--- src/hw/colmix_pkg.sv ---
// ~~~~~~~~~~~~~~~~~~~~~~~~~~~~~~~~~~~~~~~~~~~~~~~~
// colour mixer package
// widths, layer codes and the packed types shared
// by the priority, FIFO, palette and output blocks
// ~~~~~~~~~~~~~~~~~~~~~~~~~~~~~~~~~~~~~~~~~~~~~~~~

package colmix_pkg;

    // one layer pixel, colour index in the low nibble
    localparam int PXL_W = 9;
    // palette address is layer code plus pixel
    localparam int PAL_AW = 12;
    // low nibble of all ones means see-through
    localparam logic [3:0] TRANSP = 4'd15;

    // FIFO entries, one credit each
    localparam int FIFO_DEPTH = 4;
    // holds 0 .. FIFO_DEPTH
    localparam int CRED_W = 3;

    // layer codes, upper palette address bits
    localparam logic [2:0] LYR_OBJ  = 3'd0;
    localparam logic [2:0] LYR_SCR1 = 3'd1;
    localparam logic [2:0] LYR_SCR2 = 3'd2;
    localparam logic [2:0] LYR_SCR3 = 3'd3;

    // four layer pixels of one slot
    typedef struct packed {
        logic [PXL_W-1:0] obj;
        logic [PXL_W-1:0] scr1;
        logic [PXL_W-1:0] scr2;
        logic [PXL_W-1:0] scr3;
        // horizontal or vertical blanking
        logic             blank;
    } layer_pix_t;

    // winning layer as palette address
    typedef struct packed {
        logic [PAL_AW-1:0] pal_addr;
        logic              blank;
    } mix_pix_t;

    // palette word, brightness in the top nibble
    typedef struct packed {
        logic [3:0] br;
        logic [3:0] r;
        logic [3:0] g;
        logic [3:0] b;
    } pal_entry_t;

    // palette load port
    typedef struct packed {
        logic              we;
        logic [PAL_AW-1:0] addr;
        pal_entry_t        data;
    } pal_wr_t;

    typedef struct packed {
        logic [7:0] red;
        logic [7:0] green;
        logic [7:0] blue;
    } rgb_t;

    typedef struct packed {
        rgb_t rgb;
        logic blank;
    } out_pix_t;

endpackage
--- src/hw/pixel_credit_fifo.sv ---
// ~~~~~~~~~~~~~~~~~~~~~~~~~~~~~~~~~~~~~~~~~~~~~~~~
// pixel credit FIFO
// circular buffer of mixed pixels between the mux
// and the output stage, one credit back per pop
// ~~~~~~~~~~~~~~~~~~~~~~~~~~~~~~~~~~~~~~~~~~~~~~~~
`timescale 1ns/1ps

module pixel_credit_fifo (
    input  logic                 clk,
    input  logic                 rst,
    input  logic                 push,
    input  colmix_pkg::mix_pix_t push_pix,
    input  logic                 pop,
    output colmix_pkg::mix_pix_t head_pix,
    output logic                 not_empty,
    output logic                 credit_ret
);
    import colmix_pkg::*;

    typedef logic [$clog2(FIFO_DEPTH)-1:0] ptr_t;

    mix_pix_t          mem [FIFO_DEPTH];
    ptr_t              wr_ptr;
    ptr_t              rd_ptr;
    // occupancy from 0 to FIFO_DEPTH
    logic [CRED_W-1:0] count;

    // head shown straight from storage
    assign head_pix  = mem[rd_ptr];
    assign not_empty = (count != '0);

    // storage write
    always_ff @(posedge clk) begin
        if (push) begin
            mem[wr_ptr] <= push_pix;
        end
    end

    // pointers wrap at FIFO_DEPTH
    always_ff @(posedge clk or posedge rst) begin
        if (rst) begin
            wr_ptr <= '0;
            rd_ptr <= '0;
        end else begin
            if (push) begin
                if (wr_ptr == ptr_t'(FIFO_DEPTH - 1)) begin
                    wr_ptr <= '0;
                end else begin
                    wr_ptr <= wr_ptr + 1'b1;
                end
            end
            if (pop) begin
                if (rd_ptr == ptr_t'(FIFO_DEPTH - 1)) begin
                    rd_ptr <= '0;
                end else begin
                    rd_ptr <= rd_ptr + 1'b1;
                end
            end
        end
    end

    // push and pop together leave the count alone
    always_ff @(posedge clk or posedge rst) begin
        if (rst) begin
            count <= '0;
        end else begin
            case ({push, pop})
                2'b10:   count <= count + 1'b1;
                2'b01:   count <= count - 1'b1;
                default: count <= count;
            endcase
        end
    end

    // credit back to the producer the cycle after a pop
    always_ff @(posedge clk or posedge rst) begin
        if (rst) begin
            credit_ret <= 1'b0;
        end else begin
            credit_ret <= pop;
        end
    end

endmodule

--- config.mk ---
export PLATFORM = sky130hd
export DESIGN_NAME = pixel_credit_fifo
export DESIGN_NICKNAME = d
export VERILOG_FILES = /design/src/hw/colmix_pkg.sv /design/src/hw/pixel_credit_fifo.sv
export SDC_FILE = /design/constraint.sdc
export NUM_CORES = 1
export LEC_CHECK = 0
export BUFFER_PORTS_ARGS = -buffer_cell sky130_fd_sc_hd__buf_4
export CAP_MARGIN = 20
export CORE_ASPECT_RATIO = 1.2
export CORE_UTILIZATION = 33
export CTS_BUF_LIST = sky130_fd_sc_hd__clkbuf_4
export DETAILED_ROUTE_END_ITERATION = 12
export PLACE_DENSITY_LB_ADDON = 0.12
export SLEW_MARGIN = 20
export SYNTH_ARGS = -nofsm -noshare
export SYNTH_HDL_FRONTEND = slang
export SYNTH_SLANG_ARGS = --single-unit
--- constraint.sdc ---
create_clock -name clk -period 3.2 [get_ports clk]
set_clock_uncertainty 0.05 [all_clocks]
set_input_delay 0.32 -clock clk [delete_from_list [all_inputs] [get_ports clk]]
set_output_delay 0.32 -clock clk [all_outputs]
set_load 0.01 [all_outputs]
==> results of run 1 <==
worst max-delay path: cells and delay by family (launching register included):
family                 cells  cell delay [ns]
buffers and inverters      2             0.46
DFF                        1             0.54
muxes                      1             0.57
placed cells by master (no fill, tap or decap), drive strengths merged, types with 2 or more instances in the layout:
cell and instances:
clkinv 3, dfrtp 8, ha 6, buf 32
mux4 13, edfxtp 52, clkbuf 10, or3 2
inv 4, and2 4, mux2 2, xnor2 2
bufinv 2, o21ai 2
layout make-up:
class	instances	area, µm²
Sequential cell	60	1760
Timing Repair Buffer	33	250
Tap cell	87	109
Inverter	4	15.0
Multi-Input combinational cell	37	523
Clock buffer	10	75.1
Clock inverter	6	80.1
Fill cell	656	4040
cells by family (layout without fill, tap and decap cells):
logic type | Yosys count | count (layout) | synth area share
XOR/XNOR | 3 | 3 | 0.0113
AO/OA/AOI/OAI | 2 | 2 | 0.00429
buffers and inverters | 7 | 53 | 0.0220
multiplexers | 16 | 16 | 0.146
flip-flops | 60 | 60 | 0.754
AND/OR/NAND/NOR | 9 | 9 | 0.0220
adder cells (fa/ha/maj) | 7 | 7 | 0.0407
power by group through the flow:
stage          Clock, mW  Combinational, mW  Sequential (mW)
2_1_floorplan          0              0.399             1.07
3_3_place_gp           0              0.574             1.12
3_5_place_dp           0              0.583             1.13
4_1_cts            0.596              0.588             1.11
5_1_grt            0.632              0.624             1.13
6_report           0.578              0.568             1.11
per-layer routing:
metal | vias up | wire, µm | share of wire
met4 | 0 | 85 | 0.022
met2 | 27 | 1970 | 0.52
met3 | 7 | 147 | 0.039
met1 | 554 | 1590 | 0.42
li1 | 499 | - | -
met5 | - | 0 | 0
metrics by stage:
stage	hold slack [ns]	worst slack (ns)	util
final	0.0497	0.879	0.411
after global routing	0.0204	0.758	0.411
after CTS	0.0231	0.805	0.411
after detailed placement	0.251	1.24	0.386
after global placement	0.237	1.26	0.386
after floorplan	0.0857	1.70	-
flip-flops by register name, indices dropped and copies added (netlist names):
register / count
credit_ret: 1
rd_ptr: 2
wr_ptr: 2
count: 3
mem: 52
final timing paths:
check | start | slack (ns) | endpoint | cells past startpoint
max | rd_ptr[0] | 0.88 | head_pix[2] | 3
min | pop | 0.05 | credit_ret | 1
max reg2reg | wr_ptr[0] | 1.52 | mem[0][3] | 3
min reg2reg | count[2] | 0.43 | count[2] | 1
max in group asynchronous | rst | 2.45 | rd_ptr[1] | 3
min in group asynchronous | rst | 0.40 | count[2] | 3
==> summary.txt, run 1 <==
Detailed routing
  • DRC: 0
  • DR vias: 1087
  • Post-Route WL: 3.79 mm
  • Detail Route Antenna Nets: 0
  • Vias per cell: 4.59
  • Initial drt markers: 32
  • Wire per inst: 16.0 µm
  • First-pass iteration count of the detailed router: 4

Floorplan
  • Site row count: 33
  • Initial core utilization: 0.341
  • Chip width: 78.8 µm
  • Die ar.: 7420 µm²
  • Die Ht: 94.2 µm
  • CORE AREA: 6850 µm²
  • Num ports: 32

Run status
  • Status: finished clean

CTS
  • Clk root buf: clkbuf_4
  • Number of H-tree levels: 3
  • # resized after CTS: 0
  • Hold-fix buffers, CTS: 1
  • Reg clk slew, reported paths: 0.09 ns
  • CTS tree: done
  • CTS Buffer Depth: 2
  • Clock Sinks: 60
  • Total setup buffers inserted after CTS: 0
  • CTS buffer count: 9
  • Clock Latency Late Sink: 0.38 ns

Setup path
  • CP startpoint kind: register
  • CP Capture Type: primary output
  • Cell Chain, Critical Path: buf_4 -> mux4_1 -> buf_4
  • WP data arrival: 1.95 ns
  • Worst stage delay on the critical path: 0.57 ns
  • Slowest library cell on the worst path: mux4_1
  • Cell seen most often among critical-path stages: buf_4
  • Required @ worst endpoint: 2.83 ns
  • Crit path max fanout: 9
  • Crit path kind: reg -> out

Power and ir drop
  • Pwr Total: 2.25 mW
  • Power per cell area: 801 nW/µm²
  • Switch Pwr: 607 µW
  • Clock power frac: 0.256
  • Sw Share: 0.269
  • Leak pwr: 1.03 nW
  • Maximum VDD drop: 0.413 mV
  • Combinational Power Share: 0.252
  • Flop pwr share: 0.491
  • Cell Int Power: 1.65 mW

Synthesis
  • Post-synthesis cell area: 2340 µm²
  • Async set or reset register ratio after synthesis: 0.133
  • Synthesis Warnings: 0
  • Largest cells by area after synthesis: edfxtp_1 67%, mux4_2 8.7%, dfrtp_1 8.6%
  • Yosys reg bits: 60
  • Area leader, netlist: edfxtp_1
  • Mean Syn Cell Area: 22.5 µm²
  • EDFF count, synth: 52
  • Post-synth top cells: 52 x edfxtp_1, 9 x mux4_2, 8 x dfrtp_1
  • Post-Syn Instances: 104
  • Synth Net Count: 128
  • Distinct cells, synth: 20
  • Sequential area share after synthesis: 0.754
  • Most common cell in the netlist: edfxtp_1
  • Share of the synthesized area in the top cell type: 0.668
  • Top_reg_cell synth: edfxtp_1

Global routing
  • Largest net degree at the start of global routing: 16
  • Gr usage total: 0.118
  • First-pass GRT wire length: 5.85 mm
  • Grt peak-use layer: met2
  • Met2 usage in global routing: 0.199
  • GRT overflow: 0
  • Initial antenna violation count: 0
  • Met1 GRT Util: 0.126
  • Number of global-route vias before repair: 1179
  • GR Layer Usage met3: 0.0359

Place
  • Placed inst area: 2650 µm²
  • Placed Cells: 220
  • DP HPWL: 2.41 mm
  • Port-buffer cells: 31
  • RePlAce Congestion: 0.673

STA
  • Worst rel slew slack: 0.510
  • Least-Margin Pin Slew: 0.735 ns
  • Slew Limit Fails: 0
  • Final min period: 2.32 ns
  • FMAX: 431 MHz
  • Final worst path period share: 0.725
  • Setup TNS: 0 ns
  • Final hold vios: 0
  • RSZ-0062 raised after global routing: false
  • Final setup violation count: 0

Cells and area
  • Number of diodes: 0
  • Synth-to-Final Area Change: 20.5%
  • Final Cell Area: 2810 µm²
  • Nets: 169
  • Non-Filler Instances: 237
  • Share of cells above drive strength 1: 0.380

Hold path
  • Worst hold path type: in -> reg

Job
  • Max Cap Viol: 0
Note: power is estimated with default switching activity, not from simulation.
==> run 2: changes to the inputs <==
clock period = 2.3 ns   (was 3.2 ns; I/O delays follow)
==> run 2 against run 1 <==
- flip-flop and latch count is the same
- sequential power increased by 40%
- sequential share of layout area is 2.5 points lower
- combinational power grew 48%
- first-iteration DRC count fell by 13%
- die area is the same
- clock power fell by 1%
- utilization increased by 1.7 points
- via count up 5.8%
- non-clock buffer count increased by 16
- critical path depth did not move
==> summary.txt, run 2 (synthesis results as in run 1) <==
Setup path
  • CP Capture Type: primary output
  • WP data arrival: 1.83 ns
  • Required @ worst endpoint: 2.02 ns
  • CP startpoint kind: register
  • Crit path kind: reg -> out
  • Crit path max fanout: 10

Power and ir drop
  • Pwr Total: 2.96 mW
  • Clock power frac: 0.193
  • Combinational Power Share: 0.285
  • Cell Int Power: 2.13 mW
  • Sw Share: 0.279
  • Switch Pwr: 825 µW
  • Leak pwr: 1.09 nW
  • Power per cell area: 1010 nW/µm²
  • Flop pwr share: 0.523
  • Maximum VDD drop: 0.430 mV

Cells and area
  • Max reg flops: 52
  • Final Cell Area: 2930 µm²
  • Most frequent cells in the layout: 52 x edfxtp_1, 33 x buf_4, 15 x dlygate4sd3_1, 12 x clkbuf_4, 9 x mux4_2
  • Non-Filler Instances: 253
  • Nets: 185
  • Top Registers: mem: 52 flops, count: 3 flops
  • Synth-to-Final Area Change: 25.5%
  • Layout Utilization: 0.428
  • Share of cells above drive strength 1: 0.349
  • Register bank with the most flops: mem
  • Number of diodes: 0
  • Commonest non-fill, non-tap cell in the layout: edfxtp_1

Floorplan
  • Die Ht: 94.2 µm
  • CORE AREA: 6850 µm²
  • Die ar.: 7420 µm²
  • Num ports: 32
  • Initial core utilization: 0.341
  • Site row count: 33
  • Chip width: 78.8 µm

CTS
  • Clock Sinks: 60
  • CTS buffer count: 9
  • Number of H-tree levels: 3
  • CTS tree: done
  • Reg clk slew, reported paths: 0.09 ns
  • Clk root buf: clkbuf_4
  • CTS Buffer Depth: 2
  • Clock Latency Late Sink: 0.37 ns
  • # resized after CTS: 0

Job
  • Max Cap Viol: 0

Detailed routing
  • Initial drt markers: 28
  • Vias per cell: 4.55
  • First-pass iteration count of the detailed router: 2
  • Wire per inst: 14.8 µm
  • DR vias: 1150
  • Post-Route WL: 3.74 mm
  • DRC: 0
  • Detail Route Antenna Nets: 0

STA
  • Least-Margin Pin Slew: 0.747 ns
  • FMAX: 473 MHz
  • Final min period: 2.11 ns
  • Final worst path period share: 0.919
  • Final setup violation count: 0
  • Slew Limit Fails: 0
  • RSZ-0062 raised after global routing: false
  • Final hold vios: 0
  • Setup TNS: 0 ns
  • Worst rel slew slack: 0.502

Run status
  • Status: finished clean

Place
  • Placed inst area: 2680 µm²
  • RePlAce Congestion: 0.637
  • DP HPWL: 2.41 mm
  • Placed Cells: 222
  • Port-buffer cells: 31

Global routing
  • Initial antenna violation count: 0
  • Number of global-route vias before repair: 1257
  • Gr usage total: 0.117
  • Largest net degree at the start of global routing: 16
  • GRT overflow: 0
  • First-pass GRT wire length: 6.04 mm

Hold path
  • Worst hold path type: in -> reg
run 2: cell types whose count changed in the layout (fill, tap and decap cells not counted):
cell / change
buf_4: +1
clkbuf_4: +2
bufinv_16: -2
clkinv_1: +1
clkinvlp_4: -1
buf_12: +1
dlygate4sd3_1: +14
run 2: worst max-delay path: stages (launching register included):
cell	delay, ns
dfrtp_1	0.59
buf_12	0.21
mux4_2	0.51
buf_4	0.16
run 2: path summary, 6_finish.rpt:
check	from	endpoint	slack (ns)	depth (start not counted)
min reg2reg	count[2]	count[2]	0.42	1
max reg2reg	wr_ptr[0]	mem[0][6]	0.56	3
max in group asynchronous	rst	rd_ptr[1]	1.64	3
min in group asynchronous	rst	wr_ptr[1]	0.31	3
min	push	wr_ptr[1]	0.05	2
max	rd_ptr[0]	head_pix[5]	0.19	3
run 2: layout make-up:
cell class                 instances  area [µm²]
clock inverter                     4        16.3
tap                               87         109
fill                             647        3920
inverter                           4        15.0
sequential                        60        1760
clock buffer                      12        90.1
timing repair buffer              49         418
multi-input combinational         37         523
run 2: metrics by stage:
stage | setup WS [ns] | hold WS (ns)
final | 0.187 | 0.0503
after global routing | 0.0969 | 0.0437
after CTS | 0.121 | 0.0143
after detailed placement | 0.553 | 0.159
after global placement | 0.565 | 0.147
after floorplan | 0.890 | -0.00434
run 2: power groups by stage:
stage	Clock, mW	Sequential, mW	Combinational [mW]
after floorplan	0	1.49	0.555
after global placement	0	1.56	0.822
after detailed placement	0	1.58	0.843
after CTS	0.601	1.55	0.864
after global routing	0.648	1.57	0.927
final	0.570	1.55	0.842
run 2: what timing repair did:
action	CTS	global route
setup buffers	0	0
hold buffers	15	0
hold endpoints to repair	61	0
run 2: routing by layer:
metal  wire length, µm  GRT usage
met1              1580      0.131
met2              1980      0.196
met3               130     0.0291
met4                55     0.0787
met5                 0          0
