File: config.mk
export PLATFORM = sky130hd
export DESIGN_NAME = color_out
export DESIGN_NICKNAME = d
export VERILOG_FILES = /design/src/hw/colmix_pkg.sv /design/src/hw/color_out.sv
export SDC_FILE = /design/constraint.sdc
export NUM_CORES = 1
export LEC_CHECK = 0
export ABC_AREA = 0
export BUFFER_PORTS_ARGS = -buffer_cell sky130_fd_sc_hd__buf_2
export CAP_MARGIN = 20
export CORE_UTILIZATION = 57
export DETAILED_ROUTE_END_ITERATION = 7
export PLACE_DENSITY = 0.82
export REMOVE_ABC_BUFFERS = 1
export SLEW_MARGIN = 20
export SYNTH_ARGS = -nofsm -noshare
export SYNTH_HDL_FRONTEND = slang
export SYNTH_SLANG_ARGS = --single-unit
File: constraint.sdc
create_clock -name clk -period 1.95 [get_ports clk]
set_input_delay 0.39 -clock clk [delete_from_list [all_inputs] [get_ports clk]]
set_output_delay 0.39 -clock clk [all_outputs]
set_load 0.01 [all_outputs]
File: src/hw/colmix_pkg.sv
// ~~~~~~~~~~~~~~~~~~~~~~~~~~~~~~~~~~~~~~~~~~~~~~~~
// colour mixer package
// widths, layer codes and the packed types shared
// by the priority, FIFO, palette and output blocks
// ~~~~~~~~~~~~~~~~~~~~~~~~~~~~~~~~~~~~~~~~~~~~~~~~

package colmix_pkg;

    // one layer pixel, colour index in the low nibble
    localparam int PXL_W = 9;
    // palette address is layer code plus pixel
    localparam int PAL_AW = 12;
    // low nibble of all ones means see-through
    localparam logic [3:0] TRANSP = 4'd15;

    // FIFO entries, one credit each
    localparam int FIFO_DEPTH = 4;
    // holds 0 .. FIFO_DEPTH
    localparam int CRED_W = 3;

    // layer codes, upper palette address bits
    localparam logic [2:0] LYR_OBJ  = 3'd0;
    localparam logic [2:0] LYR_SCR1 = 3'd1;
    localparam logic [2:0] LYR_SCR2 = 3'd2;
    localparam logic [2:0] LYR_SCR3 = 3'd3;

    // four layer pixels of one slot
    typedef struct packed {
        logic [PXL_W-1:0] obj;
        logic [PXL_W-1:0] scr1;
        logic [PXL_W-1:0] scr2;
        logic [PXL_W-1:0] scr3;
        // horizontal or vertical blanking
        logic             blank;
    } layer_pix_t;

    // winning layer as palette address
    typedef struct packed {
        logic [PAL_AW-1:0] pal_addr;
        logic              blank;
    } mix_pix_t;

    // palette word, brightness in the top nibble
    typedef struct packed {
        logic [3:0] br;
        logic [3:0] r;
        logic [3:0] g;
        logic [3:0] b;
    } pal_entry_t;

    // palette load port
    typedef struct packed {
        logic              we;
        logic [PAL_AW-1:0] addr;
        pal_entry_t        data;
    } pal_wr_t;

    typedef struct packed {
        logic [7:0] red;
        logic [7:0] green;
        logic [7:0] blue;
    } rgb_t;

    typedef struct packed {
        rgb_t rgb;
        logic blank;
    } out_pix_t;

endpackage
File: src/hw/color_out.sv
// ~~~~~~~~~~~~~~~~~~~~~~~~~~~~~~~~~~~~~~~~~~~~~~~~
// colour output stage
// pops pixels, looks up the palette, applies the
// brightness scale and blanking, honours out_ready
// ~~~~~~~~~~~~~~~~~~~~~~~~~~~~~~~~~~~~~~~~~~~~~~~~
`timescale 1ns/1ps

module color_out (
    input  logic                          clk,
    input  logic                          rst,
    input  colmix_pkg::mix_pix_t          head_pix,
    input  logic                          not_empty,
    output logic                          pop,
    output logic                          rd_en,
    output logic [colmix_pkg::PAL_AW-1:0] rd_addr,
    input  colmix_pkg::pal_entry_t        rd_data,
    output logic                          out_valid,
    output colmix_pkg::out_pix_t          out_pix,
    input  logic                          out_ready
);
    import colmix_pkg::*;

    // stage 1 is the palette read, its data sits in the RAM register
    logic     s1_valid;
    logic     s1_blank;
    logic     s1_adv;
    logic     s2_adv;
    out_pix_t scaled;

    // c*17 less up to a third of it as brightness drops
    function automatic logic [7:0] scale(input logic [3:0] c, input logic [3:0] br);
        logic [7:0] m;
        m = {4'd0, c} * {4'd0, 4'hf - br};
        return {c, c} - (m >> 2) - (m >> 3);
    endfunction

    // stage 2 is free or draining
    assign s2_adv = !out_valid || out_ready;
    // stage 1 is free or moving into stage 2
    assign s1_adv = !s1_valid || s2_adv;

    assign pop     = not_empty && s1_adv;
    // read only on a pop so rd_data holds across stalls
    assign rd_en   = pop;
    assign rd_addr = head_pix.pal_addr;

    always_comb begin
        scaled.blank = s1_blank;
        if (s1_blank) begin
            // black during blanking
            scaled.rgb = '0;
        end else begin
            scaled.rgb.red   = scale(rd_data.r, rd_data.br);
            scaled.rgb.green = scale(rd_data.g, rd_data.br);
            scaled.rgb.blue  = scale(rd_data.b, rd_data.br);
        end
    end

    // stage valid bits
    always_ff @(posedge clk or posedge rst) begin
        if (rst) begin
            s1_valid  <= 1'b0;
            out_valid <= 1'b0;
        end else begin
            if (s1_adv) begin
                s1_valid <= pop;
            end
            if (s2_adv) begin
                out_valid <= s1_valid;
            end
        end
    end

    // blank travels beside the palette read
    always_ff @(posedge clk) begin
        if (pop) begin
            s1_blank <= head_pix.blank;
        end
    end

    // output register
    always_ff @(posedge clk) begin
        if (s2_adv && s1_valid) begin
            out_pix <= scaled;
        end
    end

endmodule

==> metrics.yaml, run 1 <==
placed_cells: 606
violations: "design-rule violations, negative setup slack"
tns_ns: -50.65
r2r_cells: 4
synthSimpleGateAreaFrac_pct: 18.8
htreeDepth: 1
cts_made_buffers: 3
synthXorXnorAreaFrac_pct: 4.81
clock_latency_ns: 0.28
die_area_um2: 7040
synth_cell_types: 37
cp-end-kind: "flop"
ys_ff_latch: 28
synth_compound_area_share_pct: 10.5
cts.clk_slew.worst_paths_ns: 0.10
skew_ns: 0.00349
grt_max_degree: 26
ys_warn_count: 0
setup_viol: 24
antenna_found_initial: 0
fin_cells: 622
die_w_um: 83.9
cp-start-kind: "input port"
clockBufferDepth: 2
hold_depth: 1
vias: 4195
ios: 73
io_buffer_count: 48
path_class: "input port to flop"
drc: 16
p_total_mw: 7.40
critical_path.max_fanout: 4
p_int_mw: 4.03
postRouteAntennaNets: 0
crit_required_ns: 1.99
maxSlewHeadroom_pct: 46.2
synth.area.mux_share_pct: 0.589
p_seq_share_pct: 12.5
wl_per_cell_um: 26.1
tightestPinTransition_ns: 0.807
initial_core_util_pct: 59.6
finish.utilization_pct: 88.5
status: "finished with violations"
power.density_nw_per_um2: 1300
maxSlewViolCount: 0
track_usage_pct: 37.6
yosysSeqAreaShare_pct: 21.7
area_growth_pct: 48.5
period_needed_ns: 4.53
gr-total-overflow: 0
drtPass1Iterations: 8
dp_slack_ns: -2.96
cts_tree: "done"
switching_share_pct: 45.5
grt_setup_unrepaired: "yes"
timing.fmax_mhz: 221
fin_ws_ns: -2.58
initialDrtViolationCount: 573
dp_hpwl_um: 7530
grt_pass1_wl_um: 20300
die_y_um: 83.9
leakagePower_nw: 2.65
syn_area_um2: 3830
cts-root-buf: "clkbuf_8"
power.net_switching_mw: 3.37
grt_pass1_vias: 3979
synth_top_family_by_area: "adder cells"
layout-drive-gt1-share_pct: 49.0
clkPwrFrac_pct: 4.4
synth_cells: 416
core_region_area_um2: 6420
post-route-period-util_pct: 232
hold_viol: 0
final_net_count: 667
yosys.area_share.adder_pct: 34.1
place_congestion: 0.872
irDropWorstVdd_v: 0.000511
rows: 29
hold_class: "input port to flop"
totalWireLength_um: 16200
p_comb_share_pct: 83.1
via_per_inst: 6.74
worstPathArrival_ns: 4.57
antenna_cells: 0
avgSynthCellArea_um2: 9.20
clock_sinks: 28
cap_violations: 0
[critical path, cell delays in order]
cell      delay, ns
buf_2          0.15
buf_4          0.16
inv_1          0.14
nor2_1         0.10
ha_1           0.26
fa_2           0.65
ha_4           0.23
a21oi_4        0.15
o211ai_1       0.21
a21oi_2        0.30
xnor2_2        0.12
fa_1           0.57
inv_2          0.07
ha_4           0.26
a21oi_2        0.12
o21ai_1        0.09
a41oi_1        0.24
mux2_2         0.38
[cell usage in the layout (no fill, tap or decap), types with 5 or more instances in the layout]
cell type	n
ha_4	16
nor2_1	33
a21o_1	6
inv_1	50
a21oi_2	6
a211oi_2	5
edfxtp_1	26
buf_2	45
buf_4	74
xnor2_2	9
buf_6	22
fa_2	8
xor2_2	5
nor2_2	10
nand2_1	7
nor3b_1	7
nand2b_4	8
inv_2	13
ha_1	43
o211ai_1	6
nand2b_1	7
fa_1	19
o21ai_1	11
nor2b_1	22
nor3_2	6
[layer usage]
| layer | global-route usage (%) | vias up | part of all wire [%] |
|---|---|---|---|
| met5 | 0 | - | 0 |
| met4 | 21.6 | 0 | 9.2 |
| met3 | 8.21 | 164 | 12 |
| met2 | 63.1 | 473 | 45 |
| met1 | 44.3 | 1919 | 34 |
| li1 | - | 1639 | - |
[power by group through the flow]
| stage | clock, mW | combinational, mW | sequential (mW) |
|---|---|---|---|
| finish | 0.329 | 6.15 | 0.923 |
| global route | 0.351 | 6.32 | 0.933 |
| CTS | 0.320 | 4.58 | 0.919 |
| detailed placement | 0 | 3.55 | 0.932 |
| global placement | 0 | 3.37 | 0.925 |
| floorplan | 0 | 2.03 | 1.01 |
[state kept, by name, summed over array words and instances, names as in the netlist]
signal / count
out_pix: 25
out_valid: 1
s1_blank: 1
s1_valid: 1
[cells by family after synthesis]
kind of cell | count (synthesis)
buf+inv | 83
compound gates | 61
fa+ha+maj | 88
flops | 28
mux | 2
xor+xnor | 21
simple gates | 133
[timing repair]
action | CTS | global route
hold buffers | 1 | 0
pin swaps | 86 | 46
endpoints found under the hold margin | 2 | 0
setup buffers | 8 | 9
gates resized for setup | 105 | 77
setup endpoints to repair | 24 | 24
[worst paths after layout]
check	startpoint	endpoint	slack, ns
min	head_pix[0]	s1_blank	0.28
max in group asynchronous	rst	out_valid	1.34
min in group asynchronous	rst	s1_valid	0.49
max reg2reg	s1_blank	out_pix[15]	0.12
min reg2reg	s1_valid	s1_valid	0.58
max	rd_data[1]	out_pix[8]	-2.58
[cell usage after synthesis (all sizes together)]
cell type	n	area, µm²
or3b	1	8.76
ha	61	763
fa	27	541
o211ai	6	45.0
o31a	4	35.0
a21oi	11	55.1
or4	4	30.0
inv	63	236
nor2	43	161
and2b	1	7.51
nor4b	4	35.0
a21boi	1	7.51
and2	1	6.26
buf	15	108
nor2b	27	176
nor3b	11	82.6
clkbuf	5	18.8
a2111oi	2	17.5
dfrtp	2	50.1
a211oi	8	60.1
a2bb2oi	1	8.76
nand2	12	45.0
nand2b	15	93.8
mux2	2	22.5
o21a	4	30.0
nand3	3	15.0
and3	3	18.8
a21o	6	45.0
a211o	1	8.76
xor2	7	61.3
a41oi	1	8.76
edfxtp	26	781
nor3	8	40.0
o21ai	16	80.1
xnor2	14	123
[through the flow]
stage               hold WS, ns  area, µm²
floorplan                 0.131       3700
global placement          0.239       4670
global route              0.274       5680
CTS                       0.292       5260
finish                    0.282       5680
detailed placement        0.246       4670
[layout make-up]
type,count,area [µm²]
inverters,63,236
clock inverters,1,3.75
multi-input cells,305,3390
clock buffers,3,41.3
fillers,236,739
well taps,77,96.3
flip-flops and latches,28,831
repair buffers,145,1090
No activity file was read; power rests on OpenSTA's default activity.
==> run 2, diff against run 1 <==
Settings changed: ABC_AREA 0 to 1.
==> metrics.yaml, run 2 <==
status: "finished with violations"
violations: "negative setup slack"
antenna_found_initial: 0  # unchanged
cap_violations: 0  # unchanged
cp-end-kind: "flop"
antenna_cells: 0  # unchanged
synth_edf_count: 26  # unchanged
timing.fmax_mhz: 234  # +6.1%
yosysSeqAreaShare_pct: 22.3  # +0.55 points
grt_pass1_vias: 4070  # +2.3%
synthTopCellsByCount: "107 x inv_1, 82 x nand2_1, 64 x nor2_1"
die_w_um: 82.9  # -1.2%
via_per_inst: 6.28  # -6.9%
grt_setup_unrepaired: "yes"
synth_cell_types: 27  # -27%
clock_latency_ns: 0.27  # about the same
synth_top_cell_area_share_pct: 20.9  # +0.51 points
syn_area_um2: 3730  # -2.5%
htreeDepth: 1  # unchanged
skew_ns: 0.00394  # +0.000449 ns
hold_viol: 0  # unchanged
tightestPinTransition_ns: 0.384  # -0.423 ns
hold_class: "input port to flop"
crit_required_ns: 1.98  # about the same
place_congestion: 0.868  # -0.47%
layout_common_cells: "87 x inv_1, 69 x buf_4, 57 x nor2_1"
postRouteAntennaNets: 0  # unchanged
layout-drive-gt1-share_pct: 44.0  # -5.0 points
cts_tree: "done"
drtPass1Iterations: 6  # -2
grt_pass1_wl_um: 19400  # -4.4%
dp_hpwl_um: 7210  # -4.2%
cp-start-kind: "input port"
final_net_count: 709  # +6.3%
ys_ff_latch: 28  # unchanged
gr-total-overflow: 0  # unchanged
core_region_area_um2: 6350  # -1.1%
die_y_um: 82.9  # -1.2%
die_area_um2: 6880  # -2.4%
mostFrequentLayoutCell: "inv_1"
cts.clk_slew.worst_paths_ns: 0.09  # about the same
setup_viol: 24  # unchanged
track_usage_pct: 35.1  # -2.5 points
synth_cells: 474  # +14%
synthSimpleGateAreaFrac_pct: 19.7  # +0.88 points
critical_path.max_fanout: 5  # +1
registers.top_by_ff_count: "out_pix"
maxSlewHeadroom_pct: 74.2  # +28 points
period_needed_ns: 4.27  # -0.260 ns
synth_most_common_cell: "inv_1"
clockBufferDepth: 2  # unchanged
p_total_mw: 6.78  # -8.4%
initial_core_util_pct: 58.8  # -0.80 points
initialDrtViolationCount: 511  # -11%
cts_made_buffers: 3  # unchanged
io_buffer_count: 48  # unchanged
post-route-period-util_pct: 219  # -13 points
grt_max_degree: 26  # unchanged
worstPathArrival_ns: 4.30  # -0.27 ns
ios: 73  # unchanged
synth.area.mux_share_pct: 0  # -0.59 points
placed_cells: 652  # +7.6%
rrSetupSlack_ns: 0.59  # +0.47 ns
cts-root-buf: "clkbuf_8"
irDropWorstVdd_v: 0.00106  # +110%
leakagePower_nw: 2.80  # +5.8%
drc: 0  # -16
dp_slack_ns: -2.61  # +0.351 ns
synth_compound_area_share_pct: 5.56  # -4.9 points
synth_flop_cell: "edfxtp_1"
area_growth_pct: 44.4
ys_top_cells_by_area: "edfxtp_1 21%, ha_1 20%, fa_1 14%"
fin_cells: 664  # +6.8%
synth_top_family_by_area: "adder cells"
synthXorXnorAreaFrac_pct: 3.29  # -1.5 points
largest_reg_flops: 25  # unchanged
vias: 4168  # -0.64%
totalWireLength_um: 14500  # -10%
power.density_nw_per_um2: 1260  # -3.4%
maxSlewViolCount: 0  # unchanged
clock_sinks: 28  # unchanged
async_reset_ff_share_pct: 7.14  # unchanged
synth_area_leader_cell: "edfxtp_1"
wl_per_cell_um: 21.9  # -16%
avgSynthCellArea_um2: 7.87  # -14%
ys_warn_count: 0  # unchanged
yosys.area_share.adder_pct: 34.9  # +0.86 points
path_class: "input port to flop"
rows: 29  # unchanged
fin_ws_ns: -2.32  # +0.260 ns
[run 2: power breakdown]
| part | switching (mW) | internal, mW |
|---|---|---|
| sequential | 0.0352 | 0.875 |
| clock | 0.169 | 0.146 |
| combinational | 3.10 | 2.46 |
[run 2: final timing paths]
check | start | to | cells past startpoint
max | rd_data[5] | out_pix[15] | 20
min | head_pix[0] | s1_blank | 1
max reg2reg | s1_blank | out_pix[13] | 3
min reg2reg | s1_valid | out_valid | 2
max in group asynchronous | rst | out_valid | 3
min in group asynchronous | rst | s1_valid | 3
[run 2: metal layers]
layer / wire (µm) / vias to the layer above / global-route usage, %
met3: 1850 / 129 / 6.26
met5: 0 / - / 0
met1: 5000 / 1863 / 42.1
li1: - / 1680 / -
met4: 1080 / 0 / 17.1
met2: 6600 / 496 / 60.6
[run 2: critical path, cell delays in order]
cell and delay [ns]:
buf_2 0.10, buf_4 0.18, inv_1 0.10, nor2_1 0.15
ha_1 0.29, ha_1 0.33, ha_1 0.23, inv_1 0.09
fa_2 0.42, o21ai_2 0.14, xor2_1 0.10, buf_4 0.15
fa_1 0.52, inv_2 0.07, ha_4 0.32, buf_4 0.14
nand2_1 0.06, nand3b_1 0.23, a21oi_1 0.22, nor2_1 0.07
[run 2: what timing repair did]
action,4_1_cts,5_1_grt
hold endpoints to repair,2,0
hold buffers,1,0
pin swaps,87,32
endpoints found under the setup margin,24,24
gates resized for setup,109,62
buffers inserted,5,4
[run 2: through the flow]
step,hold WS [ns],cell area [µm²],TNS (ns),util [%]
final,0.294,5390,-45.05,84.9
after global routing,0.297,5390,-46.78,84.9
after CTS,0.295,5110,-40.19,80.5
after detailed placement,0.244,4480,-54.26,70.5
after floorplan,0.131,3610,-49.33,-
after global placement,0.237,4480,-52.03,70.5
[run 2: final cells by class]
class / count / area (µm²)
Clock buffer: 4 / 45.0
Fill cell: 264 / 960
Inverter: 108 / 420
Multi-Input combinational cell: 320 / 3110
Sequential cell: 28 / 831
Tap cell: 77 / 96.3
Timing Repair Buffer: 127 / 892
[run 2: cells by family after synthesis]
kind of cell               after synthesis
AOI/OAI and AO/OA                       40
and+or+nand+nor                        178
DFF                                     28
xor gates and xnor gates                14
adders and majority gates               88
buffers and inverters                  126
