$ cat src/hw/colmix_pkg.sv
// ~~~~~~~~~~~~~~~~~~~~~~~~~~~~~~~~~~~~~~~~~~~~~~~~
// colour mixer package
// widths, layer codes and the packed types shared
// by the priority, FIFO, palette and output blocks
// ~~~~~~~~~~~~~~~~~~~~~~~~~~~~~~~~~~~~~~~~~~~~~~~~

package colmix_pkg;

    // one layer pixel, colour index in the low nibble
    localparam int PXL_W = 9;
    // palette address is layer code plus pixel
    localparam int PAL_AW = 12;
    // low nibble of all ones means see-through
    localparam logic [3:0] TRANSP = 4'd15;

    // FIFO entries, one credit each
    localparam int FIFO_DEPTH = 4;
    // holds 0 .. FIFO_DEPTH
    localparam int CRED_W = 3;

    // layer codes, upper palette address bits
    localparam logic [2:0] LYR_OBJ  = 3'd0;
    localparam logic [2:0] LYR_SCR1 = 3'd1;
    localparam logic [2:0] LYR_SCR2 = 3'd2;
    localparam logic [2:0] LYR_SCR3 = 3'd3;

    // four layer pixels of one slot
    typedef struct packed {
        logic [PXL_W-1:0] obj;
        logic [PXL_W-1:0] scr1;
        logic [PXL_W-1:0] scr2;
        logic [PXL_W-1:0] scr3;
        // horizontal or vertical blanking
        logic             blank;
    } layer_pix_t;

    // winning layer as palette address
    typedef struct packed {
        logic [PAL_AW-1:0] pal_addr;
        logic              blank;
    } mix_pix_t;

    // palette word, brightness in the top nibble
    typedef struct packed {
        logic [3:0] br;
        logic [3:0] r;
        logic [3:0] g;
        logic [3:0] b;
    } pal_entry_t;

    // palette load port
    typedef struct packed {
        logic              we;
        logic [PAL_AW-1:0] addr;
        pal_entry_t        data;
    } pal_wr_t;

    typedef struct packed {
        logic [7:0] red;
        logic [7:0] green;
        logic [7:0] blue;
    } rgb_t;

    typedef struct packed {
        rgb_t rgb;
        logic blank;
    } out_pix_t;

endpackage
$ cat src/hw/layer_prio_mux.sv
// ~~~~~~~~~~~~~~~~~~~~~~~~~~~~~~~~~~~~~~~~~~~~~~~~
// layer priority mux
// picks the front-most opaque layer, forms the
// palette address and pushes it against credits
// ~~~~~~~~~~~~~~~~~~~~~~~~~~~~~~~~~~~~~~~~~~~~~~~~
`timescale 1ns/1ps

module layer_prio_mux (
    input  logic                   clk,
    input  logic                   rst,
    input  logic                   in_valid,
    input  colmix_pkg::layer_pix_t in_pix,
    output logic                   in_ready,
    output logic                   push,
    output colmix_pkg::mix_pix_t   push_pix,
    input  logic                   credit_ret
);
    import colmix_pkg::*;

    logic [CRED_W-1:0] credits;
    logic              accept;
    logic [2:0]        sel_code;
    logic [PXL_W-1:0]  sel_pix;
    mix_pix_t          mixed;

    // fixed order sprite, scroll 1, scroll 2, scroll 3
    always_comb begin
        if (in_pix.obj[3:0] != TRANSP) begin
            sel_code = LYR_OBJ;
            sel_pix  = in_pix.obj;
        end else if (in_pix.scr1[3:0] != TRANSP) begin
            sel_code = LYR_SCR1;
            sel_pix  = in_pix.scr1;
        end else if (in_pix.scr2[3:0] != TRANSP) begin
            sel_code = LYR_SCR2;
            sel_pix  = in_pix.scr2;
        end else begin
            // scroll 3 wins even when transparent
            sel_code = LYR_SCR3;
            sel_pix  = in_pix.scr3;
        end
        mixed.pal_addr = {sel_code, sel_pix};
        mixed.blank    = in_pix.blank;
    end

    // ready only with a free FIFO slot guaranteed
    assign in_ready = (credits != '0);
    assign accept   = in_valid && in_ready;

    // spend on accept, refund on return, both may coincide
    always_ff @(posedge clk or posedge rst) begin
        if (rst) begin
            credits <= CRED_W'(FIFO_DEPTH);
        end else begin
            case ({accept, credit_ret})
                2'b10:   credits <= credits - 1'b1;
                2'b01:   credits <= credits + 1'b1;
                default: credits <= credits;
            endcase
        end
    end

    // push strobe one cycle after acceptance
    always_ff @(posedge clk or posedge rst) begin
        if (rst) begin
            push <= 1'b0;
        end else begin
            push <= accept;
        end
    end

    always_ff @(posedge clk) begin
        if (accept) begin
            push_pix <= mixed;
        end
    end

endmodule

$ cat config.mk
export PLATFORM = sky130hd
export DESIGN_NAME = layer_prio_mux
export DESIGN_NICKNAME = d
export VERILOG_FILES = /design/src/hw/colmix_pkg.sv /design/src/hw/layer_prio_mux.sv
export SDC_FILE = /design/constraint.sdc
export NUM_CORES = 1
export LEC_CHECK = 0
export BUFFER_PORTS_ARGS = -buffer_cell sky130_fd_sc_hd__buf_4
export CAP_MARGIN = 40
export CORE_UTILIZATION = 33
export CTS_CLUSTER_DIAMETER = 200
export CTS_CLUSTER_SIZE = 10
export DETAILED_ROUTE_END_ITERATION = 8
export SLEW_MARGIN = 20
export SYNTH_ARGS = -nofsm -noshare
export SYNTH_HDL_FRONTEND = slang
export SYNTH_SLANG_ARGS = --single-unit
$ cat constraint.sdc
create_clock -name clk -period 2.24 [get_ports clk]
set_input_delay 0.336 -clock clk [delete_from_list [all_inputs] [get_ports clk]]
set_output_delay 0.336 -clock clk [all_outputs]
set_load 0.03 [all_outputs]
==> metrics.cfg, run 1 <==
[outcome]
status = finished, final reports clean

[routing]
remaining_drc_errors = 0
finalWirelength_mm = 1.92
final_antenna_net_count = 0
dr.pass1.iters = 4
wl_per_cell_um = 11.8
num_vias = 798
drt_first_iter_violations = 5
vias_per_cell = 4.93

[die]
dieArea_um2 = 2940
fp.dieW_um = 54.2
core_um2 = 2520
start_util_pct = 35.7
rows = 18
ios = 56
die_y_um = 54.2

[layout]
layout_commonest_cell = buf_4
synthToLayoutAreaGrowth_pct = 52.7
final_area_um2 = 1370
layout_common_cells = buf_4, edfxtp_1, nand2_1
antennaDiodeCount = 0
finalNetCount = 176
utilization_pct = 54.5
drive_gt1_share_pct = 50.8

[timing]
setup_viol = 0
fin_crit_ps = 2050
hold_viol = 0
fin_crit_sh_pct = 91.5
rsz0062_at_grt = no
worst_slack_ps = 190
max_freq_ghz = 0.488
timing.setup.tns_ps = 0
slew_viol_final = 0
fin_skew_ps = 1.91

[critical_path]
ff2ff_path_depth = 8
critPathCaptureType = register
worstSetupPathType = register to register
worstPathMaxFanout = 3
worstSetupStartpoint = credits[1]
cp-start-kind = register
worst_ep_arrival_time_ps = 2260
r2r_slack_ps = 190
r2r_start = credits[1]
required_ps = 2450

[hold_path]
holdPathStages = 1
holdCritStartpoint = in_pix[0]
hold_path.class = input port to register

[clocking]
cts_made_buffers = 3
clk_latency_ps = 280
clock_tree.root_cell = clkbuf_4
cts.path.max_buffers = 2
post-cts-setup-buffers = 0
cts_sinks = 16
cts_tree = built
htree_num_levels = 1
clkTransAtPathRegs_ps = 90
post_cts_resize_count = 0
hold_buffers = 1

[pwr]
p_per_area_nw_per_um2 = 742
vdd_drop_max_mv = 0.437
leakagePower_nw = 0.645

[synthesis]
syn_area_um2 = 900
synth.largest_area_cell = edfxtp_1
synth-seq-cells = 16
yosys.area.top_type_share_pct = 40.1
seq_area_frac_synth_pct = 51.3
yosysWarnings = 0
synth_cell_type_count = 26
syn_area_per_cell_um2 = 12.0
syn-instance-count = 75
synth_area_leaders = edfxtp_1, dfrtp_1, mux2i_1, o211ai_2, nand2_1
synth_fp_nets = 118

[run]
cap_violations = 0

[global_route]
grt_use_met1_pct = 18.3
grt_start_max_net_pins = 14
antenna_found_initial = 0
grt_pass1_vias = 759
busiest_layer = met2
grt_pass1_wl_mm = 3.02
use_met2_pct = 23.8
grt_usage_pct = 14.5
gr-total-overflow = 0
grt_util_met3_pct = 1.39

[placement]
postPlaceCellArea_um2 = 1330
dp_hpwl_mm = 1.64
place_ws_ps = 200
gp_congestion = 0.744
io_buffers = 54

[path summary, 6_finish.rpt]
path,end
worst max-delay path,credits[2]
worst min-delay path,push_pix[0]
worst max register to register,credits[2]
worst min register to register,credits[2]
max in group asynchronous,credits[2]
min in group asynchronous,credits[0]
[sequential cells by signal, indices dropped and copies added (netlist names)]
| name | count |
|---|---|
| credits | 3 |
| push | 1 |
| push_pix | 12 |
[cells by family (layout without fill, tap and decap cells)]
logic type / count (synthesis) / after routing / share of synthesized area (%)
other cells: 1 / 1 / 0.417
mux: 6 / 6 / 6.82
compound gates: 14 / 14 / 11.4
simple gates: 27 / 27 / 19.9
fa+ha+maj: 2 / 2 / 3.62
xor+xnor: 3 / 3 / 2.92
flops: 16 / 16 / 51.3
buf+inv: 6 / 63 / 3.62
[final cells by class]
| class | instances | area [µm²] |
|---|---|---|
| flip-flops and latches | 16 | 462 |
| inverters | 4 | 17.5 |
| repair buffers | 55 | 415 |
| clock buffers | 4 | 36.3 |
| multi-input cells | 53 | 405 |
| well taps | 30 | 37.5 |
| fillers | 219 | 1150 |
[per-stage QoR]
step,cells,power [mW],hold WS [ps]
final,162,1.02,230
after global routing,162,1.09,212
after CTS,162,1.03,215
after detailed placement,157,0.844,235
after global placement,157,0.825,231
after floorplan,75,0.676,101
[synthesized netlist by cell type]
library cell  number
o21ai_0            4
o211ai_1           1
inv_4              1
nand3_1            5
buf_4              2
mux2_2             1
nor2_1             1
inv_1              3
nand4_4            1
and4_1             2
a21oi_1            5
edfxtp_1          12
nand4_1            2
ha_1               1
o211ai_2           4
nand4b_1           4
dfstp_2            1
mux2i_1            5
conb_1             1
nand2_1           10
xor2_1             2
nand2_8            1
fa_1               1
dfrtp_1            3
or3_1              1
xnor2_1            1
[routing by layer]
layer | wire (µm) | part of all wire (%)
met5 | 0 | 0
met4 | 27 | 1.4
met3 | 151 | 7.9
met2 | 900 | 47
met1 | 839 | 44
[power breakdown]
group | internal (mW) | total (mW) | switching [mW]
Combinational | 0.174 | 0.390 | 0.215
Sequential | 0.409 | 0.448 | 0.0391
Clock | 0.0989 | 0.182 | 0.0834
[critical path, cell delays in order, from the launching register on]
cell,delay [ps]
dfrtp_1,410
or3_1,400
nand2_1,100
ha_1,190
inv_1,60
fa_1,380
xor2_1,160
nor2_1,120
xor2_1,160
Power figures use the tool's default switching activity.
==> run 2: changes to the inputs <==
- CELL_PAD_IN_SITES_DETAIL_PLACEMENT: unset -> 1
- CELL_PAD_IN_SITES_GLOBAL_PLACEMENT: unset -> 2
- CORE_UTILIZATION: 33 -> 24
- PLACE_DENSITY_LB_ADDON: unset -> 0.1
==> run 2 against run 1 <==
  * Maximum frequency rose by 1.6%
  * First-iteration DRC count rose by 140%
  * Non-clock buffer count did not move
  * Sequential share of layout area fell by 0.92 points
  * Clock skew fell by 1.1 ps
  * Cell count rose by 9.9%
  * Via count fell by 1.8%
  * Global-route usage fell by 2.3 points
  * Wire length rose by 18%
  * Total power rose by 6.9%
  * Combinational power barely moved
  * Register-to-register slack improved by 30 ps
==> metrics.cfg, run 2 (synthesis results as in run 1) <==
[outcome]
status = finished, final reports clean

[clocking]
clk_latency_ps = 250
post-cts-setup-buffers = 0
cts_sinks = 16
post_cts_resize_count = 0
cts_tree = built
clock_tree.root_cell = clkbuf_8
clkTransAtPathRegs_ps = 60
htree_num_levels = 1
hold_buffers = 1
cts_made_buffers = 3
cts.path.max_buffers = 2

[placement]
dp_hpwl_mm = 1.90
place_ws_ps = 225
io_buffers = 54
gp_congestion = 0.701

[critical_path]
r2r_start = credits[1]
required_ps = 2420
ff2ff_path_depth = 8
critPathCaptureType = register
worstPathMaxFanout = 3
worst_ep_arrival_time_ps = 2190
worstSetupPathType = register to register
crit_path_max_incr_delay_ps = 410
r2r-end = credits[2]
cp_slowest_cell = dfrtp_1
cp-start-kind = register
r2r_slack_ps = 220
path_cells = or3_1 -> nand2_1 -> ha_1 -> inv_1 -> fa_1 -> xor2_1 -> nor2_1 -> xor2_1
path_common_cell = xor2_1

[hold_path]
hold_path_end = push_pix[0]
holdPathStages = 1
hold_path.class = input port to register
holdCritStartpoint = in_pix[0]

[die]
dieArea_um2 = 4000
die_y_um = 63.2
core_um2 = 3470
start_util_pct = 25.9
fp.dieW_um = 63.2
rows = 21
ios = 56

[layout]
antennaDiodeCount = 0
multi_input_area_um2 = 405
drive_gt1_share_pct = 50.8
synthToLayoutAreaGrowth_pct = 57.0
finalNetCount = 176
regMostFlops = push_pix
reg_top3 = push_pix x12, credits x3, push x1
fill_cells = 421
largest_reg_flops = 12
register_area_um2 = 462
layout_commonest_cell = buf_4
layout_common_cells = buf_4, edfxtp_1, nand2_1

[pwr]
vdd_drop_max_mv = 0.232
p_comb_share_pct = 36.1
switchingPower_mw = 0.351
seq_power_share_pct = 41.0
total_power_mw = 1.09
pwr-share-clk_pct = 22.9
p_per_area_nw_per_um2 = 771
leakagePower_nw = 0.653
p_int_mw = 0.739
swShare_pct = 32.2

[routing]
num_vias = 784
drt_first_iter_violations = 12
wl_per_cell_um = 12.8
dr.pass1.iters = 2
final_antenna_net_count = 0
finalWirelength_mm = 2.27
remaining_drc_errors = 0
vias_per_cell = 4.40

[timing]
slew_viol_final = 0
fin_skew_ps = 0.817
worst_slack_ps = 223
setup_viol = 0
fin_crit_sh_pct = 90.1
fin_crit_ps = 2020
timing.hold.ws_ps = 261
hold_viol = 0
max_freq_ghz = 0.496
rsz0062_at_grt = no
timing.setup.tns_ps = 0

[global_route]
grt_pass1_wl_mm = 3.70
grt_usage_pct = 12.2
antenna_found_initial = 0
grt_pass1_vias = 806
grt_start_max_net_pins = 14
gr-total-overflow = 0

[run]
cap_violations = 0

-- run 2: worst max path at each step --
stage            endpoint        from  cells past startpoint
3_3_place_gp   credits[2]  credits[1]                      8
2_1_floorplan  credits[2]  credits[1]                      8
5_1_grt        credits[2]  credits[1]                      8
4_1_cts        credits[2]  credits[1]                      8
6_report       credits[2]  credits[1]                      8
3_5_place_dp   credits[2]  credits[1]                      8
-- run 2: cell type report --
class / instances / share of cell area [%]
tap: 46 / 4.07
sequential: 16 / 32.7
clock buffer: 4 / 3.90
multi-input combinational: 53 / 28.7
inverter: 4 / 1.24
timing repair buffer: 55 / 29.4
-- run 2: per-layer routing --
metal | global-route usage [%] | share of wire (%) | up-vias
met5 | 0 | 0 | -
met4 | 8.52 | 2.8 | 0
met3 | 2.36 | 8.2 | 5
met2 | 17.3 | 42 | 40
met1 | 16.6 | 47 | 345
li1 | - | - | 394
-- run 2: power by group through the flow --
stage               Combinational (mW)  Clock [mW]  Sequential, mW
detailed placement               0.396           0           0.455
global placement                 0.379           0           0.450
global route                     0.430       0.268           0.455
CTS                              0.399       0.262           0.449
floorplan                        0.149           0           0.527
finish                           0.393       0.250           0.446
-- run 2: critical path, delay by kind of cell, from the launching register on --
family | cells | cell delay (ps)
XOR/XNOR | 2 | 310
adder cells (fa/ha/maj) | 2 | 560
buffers and inverters | 1 | 60
flip-flops | 1 | 410
AND/OR/NAND/NOR | 3 | 610
-- run 2: through the flow --
stage,util (%),instances,area (µm²)
after floorplan,-,75,900
after global placement,38.9,173,1350
after detailed placement,38.9,173,1350
after CTS,40.7,178,1410
after global routing,40.7,178,1410
final,40.7,178,1410
==> run 3: changes to the inputs <==
- CORE_UTILIZATION: 24 -> 26
- clock period: 2.24 -> 2.35 ns (I/O delays scaled with it)
==> run 3 against run 2 <==
  * Sequential power shrank 4.9%
  * Register-to-register slack better by 120 ps
  * Total power down 10%
  * Sequential share of layout area is 0.50 points higher
  * Clock-buffer cell count is the same
  * Clock skew is 2.2 ps higher
  * Via count is 6.3% higher
  * Critical endpoint unchanged
  * Highest routed layer unchanged
==> metrics.cfg, run 3 (synthesis results as in run 1) <==
[timing]
fin_crit_ps = 2010
timing.setup.tns_ps = 0
slew_viol_final = 0
max_freq_ghz = 0.498
rsz0062_at_grt = no
fin_crit_sh_pct = 85.5
setup_viol = 0
hold_viol = 0
slew_headroom_pct = 65.8
fin_skew_ps = 2.99
tightest_slew_ps = 513

[hold_path]
holdPathStages = 1
hold_path.class = input port to register
holdCritStartpoint = in_pix[0]

[clocking]
clkTransAtPathRegs_ps = 100
cts_made_buffers = 3
cts.path.max_buffers = 2
clk_latency_ps = 280
cts_tree = built
cts_sinks = 16
htree_num_levels = 1
clock_tree.root_cell = clkbuf_4

[critical_path]
cp-start-kind = register
path_cells = or3_1 -> nand2_1 -> ha_1 -> inv_1 -> fa_1 -> xor2_1 -> nor2_1 -> xor2_1
worstSetupEndpoint = credits[2]
required_ps = 2570
critical_path_cell_count = 8
r2r_slack_ps = 340
worstSetupPathType = register to register
path_common_cell = xor2_1
worstSetupStartpoint = credits[1]
crit_path_max_incr_delay_ps = 420
r2r_start = credits[1]
r2r-end = credits[2]
cp_num_buf_inv = 1
worstPathMaxFanout = 3
cp_slowest_cell = dfrtp_1
critPathCaptureType = register
ff2ff_path_depth = 8
crit_family = simple AND/OR/NAND/NOR gates
worst_ep_arrival_time_ps = 2230

[placement]
dp.cells = 171
dp_hpwl_mm = 2.04
io_buffers = 54
gp_congestion = 0.724

[global_route]
grt_pass1_wl_mm = 3.88
grt_pass1_vias = 890
antenna_found_initial = 0
gr-total-overflow = 0
grt_start_max_net_pins = 14
grt_usage_pct = 14.4

[routing]
wl_per_cell_um = 13.8
final_antenna_net_count = 0
num_vias = 833
vias_per_cell = 4.73
dr.pass1.iters = 4
drt_first_iter_violations = 18
remaining_drc_errors = 0
finalWirelength_mm = 2.44

[layout]
antennaDiodeCount = 0
largest_reg_flops = 12
reg_top3 = push_pix x12, credits x3, push x1
utilization_pct = 43.8
layout_commonest_cell = buf_4
synthToLayoutAreaGrowth_pct = 54.7
layout_common_cells = buf_4, edfxtp_1, nand2_1
regMostFlops = push_pix
finalNetCount = 176
drive_gt1_share_pct = 50.8
finalNonFillerCells = 176

[die]
fp.dieW_um = 60.8
core_um2 = 3180
start_util_pct = 28.3
dieArea_um2 = 3700
ios = 56
die_y_um = 60.8
rows = 20

[outcome]
status = finished, final reports clean

[run]
cap_violations = 0

[pwr]
leakagePower_nw = 0.645
p_per_area_nw_per_um2 = 702
vdd_drop_max_mv = 0.181

[run 3: worst register-to-register path: stages, from the launching register on]
cell     delay, ps
dfrtp_1        420
or3_1          390
nand2_1        100
ha_1           180
inv_1           60
fa_1           370
xor2_1         150
nor2_1         110
xor2_1         160
[run 3: power breakdown]
group	switching, mW	total (mW)	internal (mW)
clock network	0.0908	0.185	0.0942
logic	0.205	0.368	0.162
registers	0.0351	0.424	0.389
total	0.331	0.977	0.646
[run 3: per-stage QoR]
step	area, µm²	setup WS (ps)	hold WS, ps	power [mW]
after floorplan	900	251	118	0.645
after global placement	1350	403	251	0.788
after detailed placement	1350	344	258	0.804
after CTS	1390	318	233	0.989
after global routing	1390	182	221	1.04
final	1390	341	240	0.977
[run 3: layout make-up]
| type | count | area, µm² |
|---|---|---|
| Clock buffer | 4 | 36.3 |
| Sequential cell | 16 | 462 |
| Inverter | 4 | 17.5 |
| Fill cell | 361 | 1790 |
| Multi-Input combinational cell | 53 | 405 |
| Timing Repair Buffer | 55 | 415 |
| Tap cell | 44 | 55.1 |
[run 3: routing by layer]
layer,share of wire [%],up-vias,global-route usage (%)
met4,0.74,0,3.90
met1,39,400,16.4
met2,54,34,26.7
li1,-,397,-
met5,0,-,0
met3,6.2,2,3.62
[run 3: what timing repair did]
action | in CTS | in global routing
hold endpoints to repair | 3 | 0
buffers inserted | 0 | 0
hold buffers | 1 | 0
gates resized for setup | 0 | 0
[run 3: how the worst min path moves through the flow]
stage	slack, ps	endpoint
floorplan	120	credits[0]
global route	220	push_pix[0]
CTS	230	push_pix[0]
global placement	250	push
detailed placement	260	credits[1]
finish	240	push_pix[0]
